==> src/hdl/dnoc_flit_pkg.sv <==
package dnoc_flit_pkg;

    // one flit on either ingress channel
    localparam int FLIT_W = 256;

    typedef logic [FLIT_W-1:0] flit_t;

    // command kind bits of a control flit
    localparam int BIT_WR_RESP  = 4;
    localparam int BIT_RESP_SEL = 5;
    localparam int BIT_SYNC     = 6;

    // source node of a sync request or a data packet
    localparam int NODE_ID_LO = 7;
    localparam int NODE_ID_HI = 10;

    // overlaps the node id field, read commands use the wider view
    localparam int MC_SCALE_LO = 7;
    localparam int MC_SCALE_HI = 18;

    localparam int BASE0_LO = 19;
    localparam int BASE0_HI = 31;
    localparam int BASE1_LO = 44;
    localparam int BASE1_HI = 56;

    localparam int PP_EN_BIT = 57;
    localparam int PP_NUM_LO = 58;
    localparam int PP_NUM_HI = 68;

    localparam int PING_LEN_LO = 69;
    localparam int PING_LEN_HI = 81;
    localparam int PONG_LEN_LO = 82;
    localparam int PONG_LEN_HI = 94;

    // four 13-bit entries each, entry 0 in the low bits
    localparam int LOOP_GAP_LO = 95;
    localparam int LOOP_GAP_HI = 146;
    localparam int LOOP_LEN_LO = 147;
    localparam int LOOP_LEN_HI = 198;

    localparam int SYNC_TGT_LO = 199;
    localparam int SYNC_TGT_HI = 210;

endpackage

==> src/hdl/dnoc_cfg_pkg.sv <==
package dnoc_cfg_pkg;

    // local RAM word address
    typedef logic [12:0] ram_addr_t;

    // lengths and gaps, counted in RAM words
    typedef logic [12:0] len_t;

    // multicast scale, also used for the sync target
    typedef logic [11:0] scale_t;

    typedef logic [10:0] pp_num_t;

    typedef logic [3:0] node_id_t;

    localparam int NODE_NUM = 16;
    localparam int LOOP_NUM = 4;
    localparam int BASE_NUM = 2;

    // completed packets per node, saturates at all ones
    typedef logic [3:0] sync_cnt_t;

endpackage

==> src/hdl/dnoc_itf_in_c_channel.sv <==
`timescale 1ns/10ps

module dnoc_itf_in_c_channel
    import dnoc_flit_pkg::*, dnoc_cfg_pkg::*;
(
    input  logic                        clk,
    input  logic                        rst_n,

    // control flits from the noc
    input  flit_t                       out_flit,
    input  logic                        out_last,
    input  logic                        out_valid,
    output logic                        out_ready,

    // sync handshake with the sync board
    output logic                        sync_req,
    input  logic                        sync_gnt,
    output node_id_t                    sync_node_id,

    // dma read command
    output logic                        noc_cmd_dma_rd_req,
    input  logic                        noc_cmd_dma_rd_gnt,

    output ram_addr_t [BASE_NUM-1:0]    n_cfg_d_r_ram_base_addr,
    output len_t                        n_cfg_d_r_ping_lenth,
    output len_t                        n_cfg_d_r_pong_lenth,
    output scale_t                      n_cfg_d_r_noc_mc_scale,
    output scale_t                      n_cfg_d_r_sync_target,
    output logic                        n_cfg_d_r_req_sel,
    output logic                        n_cfg_d_r_pingpong_en,
    output pp_num_t                     n_cfg_d_r_pingpong_num,
    output len_t [LOOP_NUM-1:0]         n_cfg_d_r_loop_lenth,
    output len_t [LOOP_NUM-1:0]         n_cfg_d_r_loop_gap,

    // response pulses
    output logic                        noc_in_dma_rd_response,
    output logic                        noc_in_core_wr_response
);

    typedef enum logic [1:0] {
        IDLE    = 2'd0,
        RD_REQ  = 2'd1,
        WR_RESP = 2'd2,
        SYNC    = 2'd3
    } state_t;

    state_t cs;
    state_t ns;
    flit_t  flit_reg;

    // commands are single-flit, decode happens on the tail flit
    logic   take_cmd;

    assign take_cmd = out_valid && out_last;

    always_comb begin
        ns                      = cs;
        out_ready               = 1'b0;
        sync_req                = 1'b0;
        noc_cmd_dma_rd_req      = 1'b0;
        noc_in_dma_rd_response  = 1'b0;
        noc_in_core_wr_response = 1'b0;

        case (cs)
            IDLE: begin
                out_ready = 1'b1;
                if (take_cmd) begin
                    // response wins over sync, read is the default
                    if (out_flit[BIT_WR_RESP]) begin
                        ns = WR_RESP;
                    end else if (out_flit[BIT_SYNC]) begin
                        ns = SYNC;
                    end else begin
                        ns = RD_REQ;
                    end
                end
            end
            RD_REQ: begin
                noc_cmd_dma_rd_req = 1'b1;
                if (noc_cmd_dma_rd_gnt) begin
                    ns = IDLE;
                end
            end
            WR_RESP: begin
                ns = IDLE;
                if (flit_reg[BIT_RESP_SEL]) begin
                    noc_in_dma_rd_response = 1'b1;
                end else begin
                    noc_in_core_wr_response = 1'b1;
                end
            end
            SYNC: begin
                sync_req = 1'b1;
                if (sync_gnt) begin
                    ns = IDLE;
                end
            end
            default: begin
                ns = IDLE;
            end
        endcase
    end

    always_ff @(posedge clk or negedge rst_n) begin
        if (!rst_n) begin
            cs <= IDLE;
        end else begin
            cs <= ns;
        end
    end

    // a stalled sender holds its flit, so this stays steady in service
    always_ff @(posedge clk) begin
        if (out_valid) begin
            flit_reg <= out_flit;
        end
    end

    assign sync_node_id = flit_reg[NODE_ID_HI:NODE_ID_LO];

    // read configuration sliced from the held command
    assign n_cfg_d_r_ram_base_addr[0] = flit_reg[BASE0_HI:BASE0_LO];
    assign n_cfg_d_r_ram_base_addr[1] = flit_reg[BASE1_HI:BASE1_LO];
    assign n_cfg_d_r_ping_lenth       = flit_reg[PING_LEN_HI:PING_LEN_LO];
    assign n_cfg_d_r_pong_lenth       = flit_reg[PONG_LEN_HI:PONG_LEN_LO];
    assign n_cfg_d_r_pingpong_num     = flit_reg[PP_NUM_HI:PP_NUM_LO];
    assign n_cfg_d_r_pingpong_en      = flit_reg[PP_EN_BIT];
    assign n_cfg_d_r_noc_mc_scale     = flit_reg[MC_SCALE_HI:MC_SCALE_LO];
    assign n_cfg_d_r_sync_target      = flit_reg[SYNC_TGT_HI:SYNC_TGT_LO];
    // read requested by the core or by the dma
    assign n_cfg_d_r_req_sel          = flit_reg[BIT_RESP_SEL];
    assign n_cfg_d_r_loop_lenth       = flit_reg[LOOP_LEN_HI:LOOP_LEN_LO];
    assign n_cfg_d_r_loop_gap         = flit_reg[LOOP_GAP_HI:LOOP_GAP_LO];

endmodule

==> src/hdl/dnoc_itf_in_d_channel.sv <==
`timescale 1ns/10ps

module dnoc_itf_in_d_channel
    import dnoc_flit_pkg::*, dnoc_cfg_pkg::*;
(
    input  logic        clk,
    input  logic        rst_n,

    // data packets from the noc
    input  flit_t       d_flit,
    input  logic        d_last,
    input  logic        d_valid,
    output logic        d_ready,

    // local ram write port
    output logic        ram_we,
    output ram_addr_t   ram_waddr,
    output flit_t       ram_wdata,

    // completion report to the sync board
    output logic        pkt_done,
    output node_id_t    pkt_node_id
);

    typedef enum logic {
        HEAD = 1'b0,
        BODY = 1'b1
    } state_t;

    state_t    state;
    ram_addr_t base_addr;
    ram_addr_t beat_cnt;

    // ram takes a word every cycle, never stall the sender
    assign d_ready = 1'b1;

    always_ff @(posedge clk or negedge rst_n) begin
        if (!rst_n) begin
            state    <= HEAD;
            ram_we   <= 1'b0;
            pkt_done <= 1'b0;
        end else begin
            ram_we   <= 1'b0;
            pkt_done <= 1'b0;
            if (d_valid) begin
                case (state)
                    HEAD: begin
                        // header-only packet still counts as done
                        if (d_last) begin
                            pkt_done <= 1'b1;
                        end else begin
                            state <= BODY;
                        end
                    end
                    BODY: begin
                        ram_we <= 1'b1;
                        if (d_last) begin
                            pkt_done <= 1'b1;
                            state    <= HEAD;
                        end
                    end
                    default: begin
                        state <= HEAD;
                    end
                endcase
            end
        end
    end

    always_ff @(posedge clk) begin
        if (d_valid) begin
            if (state == HEAD) begin
                pkt_node_id <= d_flit[NODE_ID_HI:NODE_ID_LO];
                base_addr   <= d_flit[BASE0_HI:BASE0_LO];
                beat_cnt    <= '0;
            end else begin
                ram_waddr <= base_addr + beat_cnt;
                ram_wdata <= d_flit;
                beat_cnt  <= beat_cnt + 1'b1;
            end
        end
    end

endmodule

==> src/hdl/dnoc_itf_sync_board.sv <==
`timescale 1ns/10ps

module dnoc_itf_sync_board
    import dnoc_cfg_pkg::*;
(
    input  logic        clk,
    input  logic        rst_n,

    // completed packets from the data channel
    input  logic        pkt_done,
    input  node_id_t    pkt_node_id,

    // sync requests from the control channel
    input  logic        sync_req,
    input  node_id_t    sync_node_id,
    output logic        sync_gnt,

    // finished sync report
    output logic        sync_done,
    output node_id_t    sync_done_node
);

    sync_cnt_t cnt [NODE_NUM];
    logic      pkt_hit;

    // a packet landing this cycle can serve the request directly
    assign pkt_hit  = pkt_done && (pkt_node_id == sync_node_id);
    assign sync_gnt = sync_req && ((cnt[sync_node_id] != '0) || pkt_hit);

    always_ff @(posedge clk or negedge rst_n) begin
        if (!rst_n) begin
            for (int i = 0; i < NODE_NUM; i++) begin
                cnt[i] <= '0;
            end
            sync_done <= 1'b0;
        end else begin
            for (int i = 0; i < NODE_NUM; i++) begin
                // increment and decrement on one node cancel out
                if (pkt_done && (pkt_node_id == node_id_t'(i))) begin
                    if (!(sync_gnt && (sync_node_id == node_id_t'(i)))) begin
                        if (cnt[i] != '1) begin
                            cnt[i] <= cnt[i] + 1'b1;
                        end
                    end
                end else if (sync_gnt && (sync_node_id == node_id_t'(i))) begin
                    cnt[i] <= cnt[i] - 1'b1;
                end
            end
            sync_done <= sync_gnt;
        end
    end

    always_ff @(posedge clk) begin
        if (sync_gnt) begin
            sync_done_node <= sync_node_id;
        end
    end

endmodule

==> src/hdl/dnoc_itf_in.sv <==
`timescale 1ns/10ps

module dnoc_itf_in
    import dnoc_flit_pkg::*, dnoc_cfg_pkg::*;
(
    input  logic                        clk,
    input  logic                        rst_n,

    // control channel
    input  flit_t                       out_flit,
    input  logic                        out_last,
    input  logic                        out_valid,
    output logic                        out_ready,

    // dma read command and configuration
    output logic                        noc_cmd_dma_rd_req,
    input  logic                        noc_cmd_dma_rd_gnt,
    output ram_addr_t [BASE_NUM-1:0]    n_cfg_d_r_ram_base_addr,
    output len_t                        n_cfg_d_r_ping_lenth,
    output len_t                        n_cfg_d_r_pong_lenth,
    output scale_t                      n_cfg_d_r_noc_mc_scale,
    output scale_t                      n_cfg_d_r_sync_target,
    output logic                        n_cfg_d_r_req_sel,
    output logic                        n_cfg_d_r_pingpong_en,
    output pp_num_t                     n_cfg_d_r_pingpong_num,
    output len_t [LOOP_NUM-1:0]         n_cfg_d_r_loop_lenth,
    output len_t [LOOP_NUM-1:0]         n_cfg_d_r_loop_gap,

    output logic                        noc_in_dma_rd_response,
    output logic                        noc_in_core_wr_response,

    // data channel
    input  flit_t                       d_flit,
    input  logic                        d_last,
    input  logic                        d_valid,
    output logic                        d_ready,

    // ram write port
    output logic                        ram_we,
    output ram_addr_t                   ram_waddr,
    output flit_t                       ram_wdata,

    // finished sync
    output logic                        sync_done,
    output node_id_t                    sync_done_node
);

    logic     sync_req;
    logic     sync_gnt;
    node_id_t sync_node_id;
    logic     pkt_done;
    node_id_t pkt_node_id;

    dnoc_itf_in_c_channel u_c_channel (
        .clk                        (clk),
        .rst_n                      (rst_n),
        .out_flit                   (out_flit),
        .out_last                   (out_last),
        .out_valid                  (out_valid),
        .out_ready                  (out_ready),
        .sync_req                   (sync_req),
        .sync_gnt                   (sync_gnt),
        .sync_node_id               (sync_node_id),
        .noc_cmd_dma_rd_req         (noc_cmd_dma_rd_req),
        .noc_cmd_dma_rd_gnt         (noc_cmd_dma_rd_gnt),
        .n_cfg_d_r_ram_base_addr    (n_cfg_d_r_ram_base_addr),
        .n_cfg_d_r_ping_lenth       (n_cfg_d_r_ping_lenth),
        .n_cfg_d_r_pong_lenth       (n_cfg_d_r_pong_lenth),
        .n_cfg_d_r_noc_mc_scale     (n_cfg_d_r_noc_mc_scale),
        .n_cfg_d_r_sync_target      (n_cfg_d_r_sync_target),
        .n_cfg_d_r_req_sel          (n_cfg_d_r_req_sel),
        .n_cfg_d_r_pingpong_en      (n_cfg_d_r_pingpong_en),
        .n_cfg_d_r_pingpong_num     (n_cfg_d_r_pingpong_num),
        .n_cfg_d_r_loop_lenth       (n_cfg_d_r_loop_lenth),
        .n_cfg_d_r_loop_gap         (n_cfg_d_r_loop_gap),
        .noc_in_dma_rd_response     (noc_in_dma_rd_response),
        .noc_in_core_wr_response    (noc_in_core_wr_response)
    );

    dnoc_itf_in_d_channel u_d_channel (
        .clk            (clk),
        .rst_n          (rst_n),
        .d_flit         (d_flit),
        .d_last         (d_last),
        .d_valid        (d_valid),
        .d_ready        (d_ready),
        .ram_we         (ram_we),
        .ram_waddr      (ram_waddr),
        .ram_wdata      (ram_wdata),
        .pkt_done       (pkt_done),
        .pkt_node_id    (pkt_node_id)
    );

    dnoc_itf_sync_board u_sync_board (
        .clk            (clk),
        .rst_n          (rst_n),
        .pkt_done       (pkt_done),
        .pkt_node_id    (pkt_node_id),
        .sync_req       (sync_req),
        .sync_node_id   (sync_node_id),
        .sync_gnt       (sync_gnt),
        .sync_done      (sync_done),
        .sync_done_node (sync_done_node)
    );

endmodule

==> config.mk <==
export PLATFORM = sky130hd
export DESIGN_NAME = dnoc_itf_in
export DESIGN_NICKNAME = d
export VERILOG_FILES = /design/src/hdl/dnoc_flit_pkg.sv /design/src/hdl/dnoc_cfg_pkg.sv /design/src/hdl/dnoc_itf_in_c_channel.sv /design/src/hdl/dnoc_itf_in_d_channel.sv /design/src/hdl/dnoc_itf_sync_board.sv /design/src/hdl/dnoc_itf_in.sv
export SDC_FILE = /design/constraint.sdc
export NUM_CORES = 1
export LEC_CHECK = 0
export BUFFER_PORTS_ARGS = -buffer_cell sky130_fd_sc_hd__buf_2
export CORE_AREA = 5 5 382 384
export CTS_CLUSTER_DIAMETER = 120
export DETAILED_ROUTE_END_ITERATION = 16
export DIE_AREA = 0 0 387 389
export PLACE_DENSITY_LB_ADDON = 0.25
export SYNTH_ARGS = -nofsm -noshare
export SYNTH_HDL_FRONTEND = slang
export SYNTH_HIERARCHICAL = 1
export SYNTH_SLANG_ARGS = --single-unit
export TNS_END_PERCENT = 1
==> constraint.sdc <==
create_clock -name clk -period 20.1 [get_ports clk]
set_input_delay 4.02 -clock clk [delete_from_list [all_inputs] [get_ports clk]]
set_output_delay 4.02 -clock clk [all_outputs]
set_load 0.005 [all_outputs]
==> results.md, run 1 <==
* I/O pin cnt at 992
* Die footprint at 0.151 mm^2
* Levels on crit path at 4
* H-Tree Depth at 3
* Synthesized area at 0.0212 mm^2
* CP endpoint: u_d_channel/ram_wdata[0]
* Pleak at 12.3 nW
* Critical path class: input port to register
* Initial drt markers at 823
* Num CTS Buffers at 73
* Placer Congestion at 0.863
* Status: finished, final reports clean
* Required @ worst endpoint at 20.36 ns
* Critical Path Source: d_valid
* Die width at 387 um
* Total power at 3.23 mW
* Synthesized area per cell at 18.7 um^2
* Crit path largest cell delay at 0.92 ns
* Final max-slew violation count at 0
* CTS Sinks at 566
* Cts-stage hold buffer count at 0
* Yosys top cell area share at 0.704
* DIE HEIGHT at 389 um
* Final hold viol count at 0
* Crit path time final at 6.87 ns
* CP Max Fanout at 80
* Flop and latch count out of synthesis at 566
* R2R setup slack at 16.11 ns
* Net Count, Synth at 1,715
* Netlist cell types at 68
* # port buffers at 929
* Synth area leader: edfxtp_1
* Worst-Margin Slew at 1.08 ns
* Drt first pass iters at 4
* Clock skew at 0.0226 ns
* Met1 usage at 0.137
* WP data arrival at 7.13 ns
* Post-CTS Setup Bufs at 0
* Rows at 139
* Dominant synthesized flop cell: edfxtp_1
* Syn Inst Count at 1,134
* Delay-heaviest family, CP: buffers and inverters
* Register area share after synthesis at 0.787
* Max clock buf depth at 3
* Reg-to-reg endpoint: u_sync_board/cnt[46]
* Crit end category: register
* Min-delay worst type: register to register
* Critical path's slowest cell: buf_4
* Fmax at 0.145 GHz
* Final Cycle Share at 0.342
* Synth area leaders: edfxtp_1 70%, dfrtp_1 8.3%, ha_1 2.7%, fa_1 1.6%, mux2_2 1.5%
* Worst rel slew slack at 0.280
* Vias per cell at 3.50
* Synth Warn # at 6
* ANT nets after route at 0
* Remaining global-route overflow at 0
* Placed cell areas at 0.0281 mm^2
* Max Cap Viol at 0
* RSZ-0062 raised after global routing: false
* Core area at 0.142 mm^2
* Vias in the first global route at 14,800
* Total number of vias at 14,300
* Sum Neg Setup Slack at 0 ns
* Initial antenna violation count at 70
* Crit path launch type: input port
* CTS tree: done
* Reg2Reg Depth at 10
* Asr flop ratio synth at 0.124
* Synth-to-layout area growth at 44.1%
* Largest net degree at the start of global routing at 82
* Share of layout cells above drive strength 1 at 0.498
* Starting density of the core at 0.149
* Root Driver: clkbuf_16
* Post-synth EDFFs at 496
* Pwr/cell area at 106 mW/mm^2
* Total Routing Usage GR at 0.114
* Post-layout nets at 2,704
* VDD IR max at 0.0000631 V
* GR met3 Demand/Resource at 0.0543
* Cells along the critical path: buf_2 > and2_4 > buf_4 > buf_4
* WL/cell at 22.0 um
* Final Setup Violations at 0
* Max FFs per register at 256
* Post-layout util at 0.214
* WP buf/inv at 3
* HPWL after detailed placement at 71.1 mm
* Worst-path clk slew at 0.06 ns
* Met2 Track Usage GR at 0.179
* Most used cell, CP: buf_4
* First-pass GRT wire length at 122 mm
* Post-CTS Resized at 0
* Design area at 0.0305 mm^2
* Busiest grt layer: met2
* Clock latency on the worst-skew pair at 0.65 ns
* DRC at 0
* Drt total wl at 90.2 mm
* Worst hold margin at 0.494 ns
* Reg-to-Reg Start: u_c_channel/flit_reg[7]
-- cells in the mapped netlist (all sizes together) (19+ instances only) --
cell    count
edfxtp    496
dfrtp      70
ha         45
nor2       38
nand2      36
xor2       33
xnor2      31
mux2i      29
mux2       28
a21oi      25
a21o       20
inv        19
-- worst min-delay path by stage --
stage                    startpoint                   end  depth (start not counted)
2_1_floorplan  u_sync_board/cnt[19]  u_sync_board/cnt[19]                          1
3_3_place_gp   u_sync_board/cnt[43]  u_sync_board/cnt[43]                          1
3_5_place_dp   u_sync_board/cnt[47]  u_sync_board/cnt[47]                          1
4_1_cts        u_sync_board/cnt[43]  u_sync_board/cnt[43]                          1
5_1_grt        u_sync_board/cnt[43]  u_sync_board/cnt[43]                          1
6_report       u_sync_board/cnt[47]  u_sync_board/cnt[47]                          1
-- worst reg2reg max path, cell delays in order, from the launching register on --
cell and delay, ns:
edfxtp_1 0.35, buf_4 0.35, nand2b_1 0.38, o22ai_1 0.14, nor4_1 0.41, o21ai_1 0.19
o31ai_4 0.65, inv_2 0.38, nand3_2 0.22, mux2i_1 0.41, mux2_2 0.38
-- report_power, final --
part	total (mW)	switching, mW	internal, mW
clock	1.29	0.549	0.738
sequential	1.53	0.113	1.41
combinational	0.415	0.207	0.208
-- layout by cell type (no fill, tap or decap), drive strengths merged, types with 20 or more instances in the layout --
cell      n
ha       45
buf     937
clkinv   27
mux2i    29
a21o     20
clkbuf   93
mux2     28
edfxtp  496
dfrtp    70
xor2     33
nor2     38
a21oi    25
nand2    36
inv      24
xnor2    31
-- cell type report --
class	instances	area, um^2
flip-flops and latches	566	16600
inverters	19	71.3
multi-input cells	525	4290
diodes	14	35.0
clock inverters	41	409
well taps	1903	2380
repair buffers	938	4730
fillers	15300	112000
clock buffers	92	1920
-- per-stage QoR --
stage               setup WS (ns)  std cells
finish                      13.23       4098
CTS                         13.22       4084
floorplan                    9.25       1134
detailed placement          12.46       3951
global placement            12.42       3951
global route                13.02       4090
-- per-layer routing --
metal | vias up | routed length [um]
li1 | 6399 | -
met4 | 20 | 2900
met5 | - | 137
met2 | 684 | 40900
met1 | 7029 | 36500
met3 | 207 | 9690
-- cell families (layout without fill, tap and decap cells) --
| logic type | after synthesis | after routing | share of synthesized area |
|---|---|---|---|
| AO/OA/AOI/OAI | 141 | 141 | 0.0492 |
| XOR/XNOR | 64 | 64 | 0.0265 |
| adder cells (fa/ha/maj) | 62 | 62 | 0.0427 |
| buffers and inverters | 43 | 1090 | 0.0105 |
| flip-flops | 566 | 566 | 0.787 |
| multiplexers | 63 | 63 | 0.0350 |
| other | 1 | 15 | 0.000177 |
| AND/OR/NAND/NOR | 194 | 194 | 0.0491 |
Power figures use the tool's default switching activity.
==> run 2, diff against run 1 <==
--- a/config.mk
+++ b/config.mk
@@ -6,10 +6,10 @@
 export NUM_CORES = 1
 export LEC_CHECK = 0
 export BUFFER_PORTS_ARGS = -buffer_cell sky130_fd_sc_hd__buf_2
-export CORE_AREA = 5 5 382 384
+export CORE_AREA = 5 5 379 381
 export CTS_CLUSTER_DIAMETER = 120
 export DETAILED_ROUTE_END_ITERATION = 16
-export DIE_AREA = 0 0 387 389
+export DIE_AREA = 0 0 384 386
 export PLACE_DENSITY_LB_ADDON = 0.25
 export SYNTH_ARGS = -nofsm -noshare
 export SYNTH_HDL_FRONTEND = slang
==> constraint.sdc (replaced) <==
create_clock -name clk -period 7.03 [get_ports clk]
set_input_delay 1.406 -clock clk [delete_from_list [all_inputs] [get_ports clk]]
set_output_delay 1.406 -clock clk [all_outputs]
set_load 0.005 [all_outputs]
==> results.md, run 2 (same netlist as run 1, synthesis figures left out) <==
* First-pass GRT wire length at 117 mm (-4.0%)
* Initial drt markers at 781 (-5.1%)
* Remaining global-route overflow at 0 (unchanged)
* Final Setup Violations at 0 (unchanged)
* Crit path launch type: register
* Reg2Reg Depth at 10 (unchanged)
* Placed cell areas at 0.0281 mm^2 (about the same)
* Synth-to-layout area growth at 44.0% (about the same)
* Largest net degree at the start of global routing at 134 (+63%)
* Final hold viol count at 0 (unchanged)
* Required @ worst endpoint at 7.52 ns (-12.84 ns)
* Worst setup margin at 3.09 ns (-10.14 ns)
* CTS tree: done
* Post-layout nets at 2,704 (unchanged)
* Num CTS Buffers at 73 (unchanged)
* Pleak at 12.3 nW (about the same)
* Worst rel slew slack at 0.329 (+0.0491)
* FILL cells at 15,100 (-1.4%)
* Critical path class: register to register
* Post-CTS Resized at 0 (unchanged)
* CP Max Fanout at 28 (-65%)
* # port buffers at 929 (unchanged)
* Vias in the first global route at 14,600 (-1.7%)
* Core area at 0.140 mm^2 (-1.6%)
* Commonest non-fill, non-tap cells in the layout: 927 x buf_2, 496 x edfxtp_1, 75 x clkbuf_16, 70 x dfrtp_1, 45 x ha_1
* WL/cell at 21.6 um (-2.1%)
* WP data arrival at 4.43 ns (-2.70 ns)
* DIE HEIGHT at 386 um (-0.77%)
* RSZ-0062 raised after global routing: false
* CTS Sinks at 566 (unchanged)
* I/O pin cnt at 992 (unchanged)
* Drt total wl at 87.9 mm (-2.6%)
* Sum Neg Setup Slack at 0 ns (unchanged)
* Fmax at 0.254 GHz
* Placer Congestion at 0.797 (-7.6%)
* Status: finished, final reports clean
* FF/Latch Area at 0.0166 mm^2 (unchanged)
* Delay-heaviest family, CP: multiplexers
* HPWL after detailed placement at 68.7 mm (-3.4%)
* Pwr/cell area at 302 mW/mm^2 (+190%)
* Clock skew at 0.0349 ns (+0.0123 ns)
* Non-Filler Instances at 4,077 (-0.51%)
* H-Tree Depth at 3 (unchanged)
* Crit path largest cell delay at 0.57 ns (-0.35 ns)
* VDD IR max at 0.000167 V (+160%)
* Share of layout cells above drive strength 1 at 0.500 (+0.00160)
* DRC at 0 (unchanged)
* Hold Crit Depth at 1 (unchanged)
* Max clock buf depth at 3 (unchanged)
* Design area at 0.0305 mm^2 (about the same)
* Commonest non-fill, non-tap cell in the layout: buf_2
* Die width at 384 um (-0.78%)
* ANT nets after route at 0 (unchanged)
* Critical path's slowest cell: mux4_2
* Max FFs per register at 256 (unchanged)
* Post-CTS Setup Bufs at 0 (unchanged)
* Setup WS pre-CTS at 3.05 ns (-9.41 ns)
* Vias per cell at 3.48 (-0.55%)
* Final max-slew violation count at 0 (unchanged)
* Root Driver: clkbuf_16
* Max Cap Viol at 0 (unchanged)
* Total power at 9.21 mW (+190%)
* WP buf/inv at 2 (-1)
* Drt first pass iters at 5 (+1)
* Levels on crit path at 10 (+6)
* Cells along the critical path: buf_4 > mux4_2 > nand2_1 > a31oi_1 > a311o_1 > o31ai_4 > inv_2 > nand4_1 > mux2i_1 > mux2_2
* Total Routing Usage GR at 0.112 (-0.00209)
* Worst-Margin Slew at 1.01 ns (-0.0737 ns)
* Worst-path clk slew at 0.05 ns (about the same)
* Cts-stage hold buffer count at 0 (unchanged)
* Min-delay worst type: register to register
* Starting density of the core at 0.151 (+0.00237)
* Area of the multi-input gates at 0.00429 mm^2 (unchanged)
* Initial antenna violation count at 42 (-40%)
* Final Cycle Share at 0.560
* Rows at 138 (-0.72%)
* Crit end category: register
* Die footprint at 0.148 mm^2 (-1.5%)
* Total number of vias at 14,200 (-1.1%)
* Dpl cells at 3,938 (-0.33%)
* Crit path time final at 3.94 ns
* Clock latency on the worst-skew pair at 0.64 ns (about the same)
## run 2: final timing paths
check | slack, ns | startpoint | end
max in group asynchronous | 5.31 | rst_n | u_sync_board/cnt[2]
hold reg to reg | 0.49 | u_sync_board/cnt[59] | u_sync_board/cnt[59]
min in group asynchronous | 0.64 | rst_n | u_c_channel/cs[0]
setup reg to reg | 3.09 | u_c_channel/flit_reg[7] | u_sync_board/cnt[49]
hold / removal | 0.49 | u_sync_board/cnt[59] | u_sync_board/cnt[59]
setup / recovery | 3.09 | u_c_channel/flit_reg[7] | u_sync_board/cnt[49]
## run 2: layer usage
layer / vias up / wire length [um] / global-route usage / part of all wire
li1: 6409 / - / - / -
met2: 662 / 39400 / 0.173 / 0.45
met1: 6976 / 36900 / 0.142 / 0.42
met4: 12 / 1840 / 0.0301 / 0.021
met5: - / 89 / 0 / 0.0010
met3: 128 / 9670 / 0.0517 / 0.11
## run 2: area by class of cell
cell class              instances  share of cell area
flip-flops and latches        566               0.546
repair buffers                938               0.156
multi-input cells             525               0.141
well taps                    1890              0.0776
clock buffers                  97              0.0650
clock inverters                33              0.0104
inverters                      19             0.00234
diodes                          9            0.000739
## run 2: power by group
group | switching [mW] | total [mW] | internal [mW]
Combinational | 0.589 | 1.19 | 0.597
Clock | 1.55 | 3.66 | 2.11
Sequential | 0.317 | 4.36 | 4.04
## run 2: through the flow
stage	util	hold WS [ns]
2_1_floorplan	-	0.454
3_5_place_dp	0.201	0.476
3_3_place_gp	0.201	0.482
6_report	0.217	0.487
5_1_grt	0.217	0.501
4_1_cts	0.217	0.487
==> run 3, diff against run 2 <==
--- a/config.mk
+++ b/config.mk
@@ -6,10 +6,10 @@
 export NUM_CORES = 1
 export LEC_CHECK = 0
 export BUFFER_PORTS_ARGS = -buffer_cell sky130_fd_sc_hd__buf_2
-export CORE_AREA = 5 5 379 381
+export CORE_AREA = 5 5 389 391
 export CTS_CLUSTER_DIAMETER = 120
 export DETAILED_ROUTE_END_ITERATION = 16
-export DIE_AREA = 0 0 384 386
+export DIE_AREA = 0 0 394 396
 export PLACE_DENSITY_LB_ADDON = 0.25
 export SYNTH_ARGS = -nofsm -noshare
 export SYNTH_HDL_FRONTEND = slang
==> constraint.sdc (replaced) <==
create_clock -name clk -period 3.4 [get_ports clk]
set_input_delay 0.68 -clock clk [delete_from_list [all_inputs] [get_ports clk]]
set_output_delay 0.68 -clock clk [all_outputs]
set_load 0.005 [all_outputs]
==> results.md, run 3 (same netlist as run 1, synthesis figures left out) <==
* Fmax at 0.312 GHz (+23%)
* RSZ-0062 raised after global routing: false
* Vias in the first global route at 14,900 (+2.2%)
* Rows at 141 (+2.2%)
* Status: finished, final reports clean
* Share of layout cells above drive strength 1 at 0.504 (+0.00431)
* WP data arrival at 3.71 ns (-0.72 ns)
* Sum Neg Setup Slack at 0 ns (unchanged)
* CTS Sinks at 566 (unchanged)
* Commonest non-fill, non-tap cell in the layout: buf_2
* GR met3 Demand/Resource at 0.0436 (-0.00812)
* Register share of total power at 0.470 (-0.004)
* Pwr/cell area at 622 mW/mm^2 (+110%)
* Num CTS Buffers at 71 (-2.7%)
* Reg2Reg Depth at 10 (unchanged)
* ANT nets after route at 0 (unchanged)
* Reg-to-Reg Start: u_c_channel/flit_reg[7]
* Core area at 0.147 mm^2 (+4.9%)
* Initial antenna violation count at 24 (-43%)
* Min-delay worst type: input port to register
* Required @ worst endpoint at 3.91 ns (-3.61 ns)
* Root Driver: clkbuf_16
* Crit end category: register
* I/O pin cnt at 992 (unchanged)
* Starting density of the core at 0.144 (-0.00711)
* R2R setup slack at 0.19 ns (-2.90 ns)
* Busiest grt layer: met2
* Switch Pwr at 5.10 mW (+110%)
* Total number of vias at 14,300 (+0.47%)
* Max Cap Viol at 0 (unchanged)
* Worst-path clk slew at 0.06 ns (about the same)
* Hold Crit Depth at 1 (unchanged)
* Power Internal at 14.1 mW (+110%)
* Reg-to-reg endpoint: u_sync_board/cnt[17]
* Synth-to-layout area growth at 45.6%
* Worst-Margin Slew at 0.641 ns (-0.365 ns)
* Max clock buf depth at 3 (unchanged)
* Final Setup Violations at 0 (unchanged)
* Max FFs per register at 256 (unchanged)
* FILL cells at 15,900 (+5.6%)
* Dpl cells at 4,006 (+1.7%)
* Combinational share of power at 0.132 (+0.003)
* Post-CTS Setup Bufs at 0 (unchanged)
* Vias per cell at 3.44 (-1.0%)
* Final Cycle Share at 0.943 (+0.382)
* Total Routing Usage GR at 0.107 (-0.00540)
* CTS tree: done
* Largest net degree at the start of global routing at 75 (-44%)
* Critical path class: register to register
* DIE HEIGHT at 396 um (+2.6%)
* Clock latency on the worst-skew pair at 0.66 ns (+0.02 ns)
* DRC at 0 (unchanged)
* Met2 Track Usage GR at 0.169 (-0.00400)
* Clk pwr share at 0.398 (about the same)
* Hold Startpoint: out_flit[148]
* Non-Filler Instances at 4,139 (+1.5%)
* Crit path launch type: register
* WL/cell at 21.0 um (-2.7%)
* Switching Fraction at 0.266 (-0.000486)
* Drt first pass iters at 4 (-1)
* H-Tree Depth at 3 (unchanged)
* Final max-slew violation count at 0 (unchanged)
* Worst rel slew slack at 0.572 (+0.244)
* Final hold viol count at 0 (unchanged)
* Remaining global-route overflow at 0 (unchanged)
* Commonest non-fill, non-tap cells in the layout: 927 x buf_2, 496 x edfxtp_1, 72 x clkbuf_16, 70 x dfrtp_1, 45 x ha_1
* HPWL after detailed placement at 68.7 mm (about the same)
* Drt total wl at 86.8 mm (-1.2%)
* Pleak at 12.4 nW (+1.3%)
* Initial drt markers at 668 (-14%)
* # port buffers at 929 (unchanged)
* Crit path time final at 3.21 ns (-0.734 ns)
* VDD IR max at 0.000410 V (+150%)
* Met1 usage at 0.135 (-0.00736)
* Clock skew at 0.0361 ns (+0.00120 ns)
* Hold EP: u_c_channel/flit_reg[148]
* Placer Congestion at 0.828 (+3.9%)
* Post-layout nets at 2,731 (+1.0%)
* First-pass GRT wire length at 119 mm (+1.7%)
* Die width at 394 um (+2.6%)
* CP Max Fanout at 22 (-21%)
* Die footprint at 0.156 mm^2 (+5.3%)
-- run 3: area by class of cell --
class / instances / area, um^2 / share of cell area
Clock buffer: 94 / 1880 / 0.0612
Antenna cell: 4 / 10.0 / 0.000325
Tap cell: 1930 / 2410 / 0.0784
Inverter: 19 / 71.3 / 0.00232
Timing Repair Buffer: 967 / 5040 / 0.164
Clock inverter: 34 / 438 / 0.0142
Multi-Input combinational cell: 525 / 4300 / 0.140
Sequential cell: 566 / 16600 / 0.541
-- run 3: power groups by stage --
stage                     Sequential (mW)  Clock, mW  Combinational [mW]
after floorplan                      8.98          0                1.31
after global placement               9.18          0                2.57
after detailed placement             9.14          0                2.58
after CTS                            9.03       7.99                2.60
after global routing                 9.11       8.26                2.87
final                                9.01       7.62                2.53
-- run 3: routing by layer --
metal  wire (um)  vias up  share of wire
met1       36900     7028           0.43
li1            -     6446              -
met5          57        -        0.00066
met2       39800      648           0.46
met4        1750        8          0.020
met3        8350      123          0.096
-- run 3: per-stage QoR --
step	worst slack, ns	hold slack [ns]	power [mW]	util	instance area [um^2]
detailed placement	0.176	0.477	11.7	0.193	28500
CTS	0.151	0.0896	19.6	0.209	30800
global placement	0.211	0.483	11.8	0.193	28500
global route	0.0113	0.122	20.2	0.209	30800
finish	0.195	0.191	19.2	0.209	30800
floorplan	0.394	0.384	10.3	-	21200
-- run 3: what timing repair did --
action                                  4_1_cts  5_1_grt
hold endpoints to repair                     35        0
gates resized for setup                       0        1
hold buffers                                  1        0
endpoints found under the setup margin        0        1
-- run 3: how the worst max path moves through the flow --
stage                       startpoint                       end  slack (ns)
2_1_floorplan                  d_valid  u_d_channel/ram_waddr[0]        0.39
3_3_place_gp   u_c_channel/flit_reg[7]      u_sync_board/cnt[17]        0.21
3_5_place_dp   u_c_channel/flit_reg[7]      u_sync_board/cnt[17]        0.18
4_1_cts        u_c_channel/flit_reg[7]      u_sync_board/cnt[17]        0.15
5_1_grt        u_c_channel/flit_reg[8]      u_sync_board/cnt[17]        0.01
6_report       u_c_channel/flit_reg[7]      u_sync_board/cnt[17]        0.19
-- run 3: worst max-delay path, stage by stage, from the launching register on --
cell and delay (ns):
edfxtp_1 0.48, buf_12 0.21, nor3_1 0.28, a2111o_1 0.17, a31oi_1 0.10, a311o_1 0.37
o31ai_4 0.27, buf_4 0.23, or3_1 0.28, mux2i_2 0.31, mux2_2 0.36
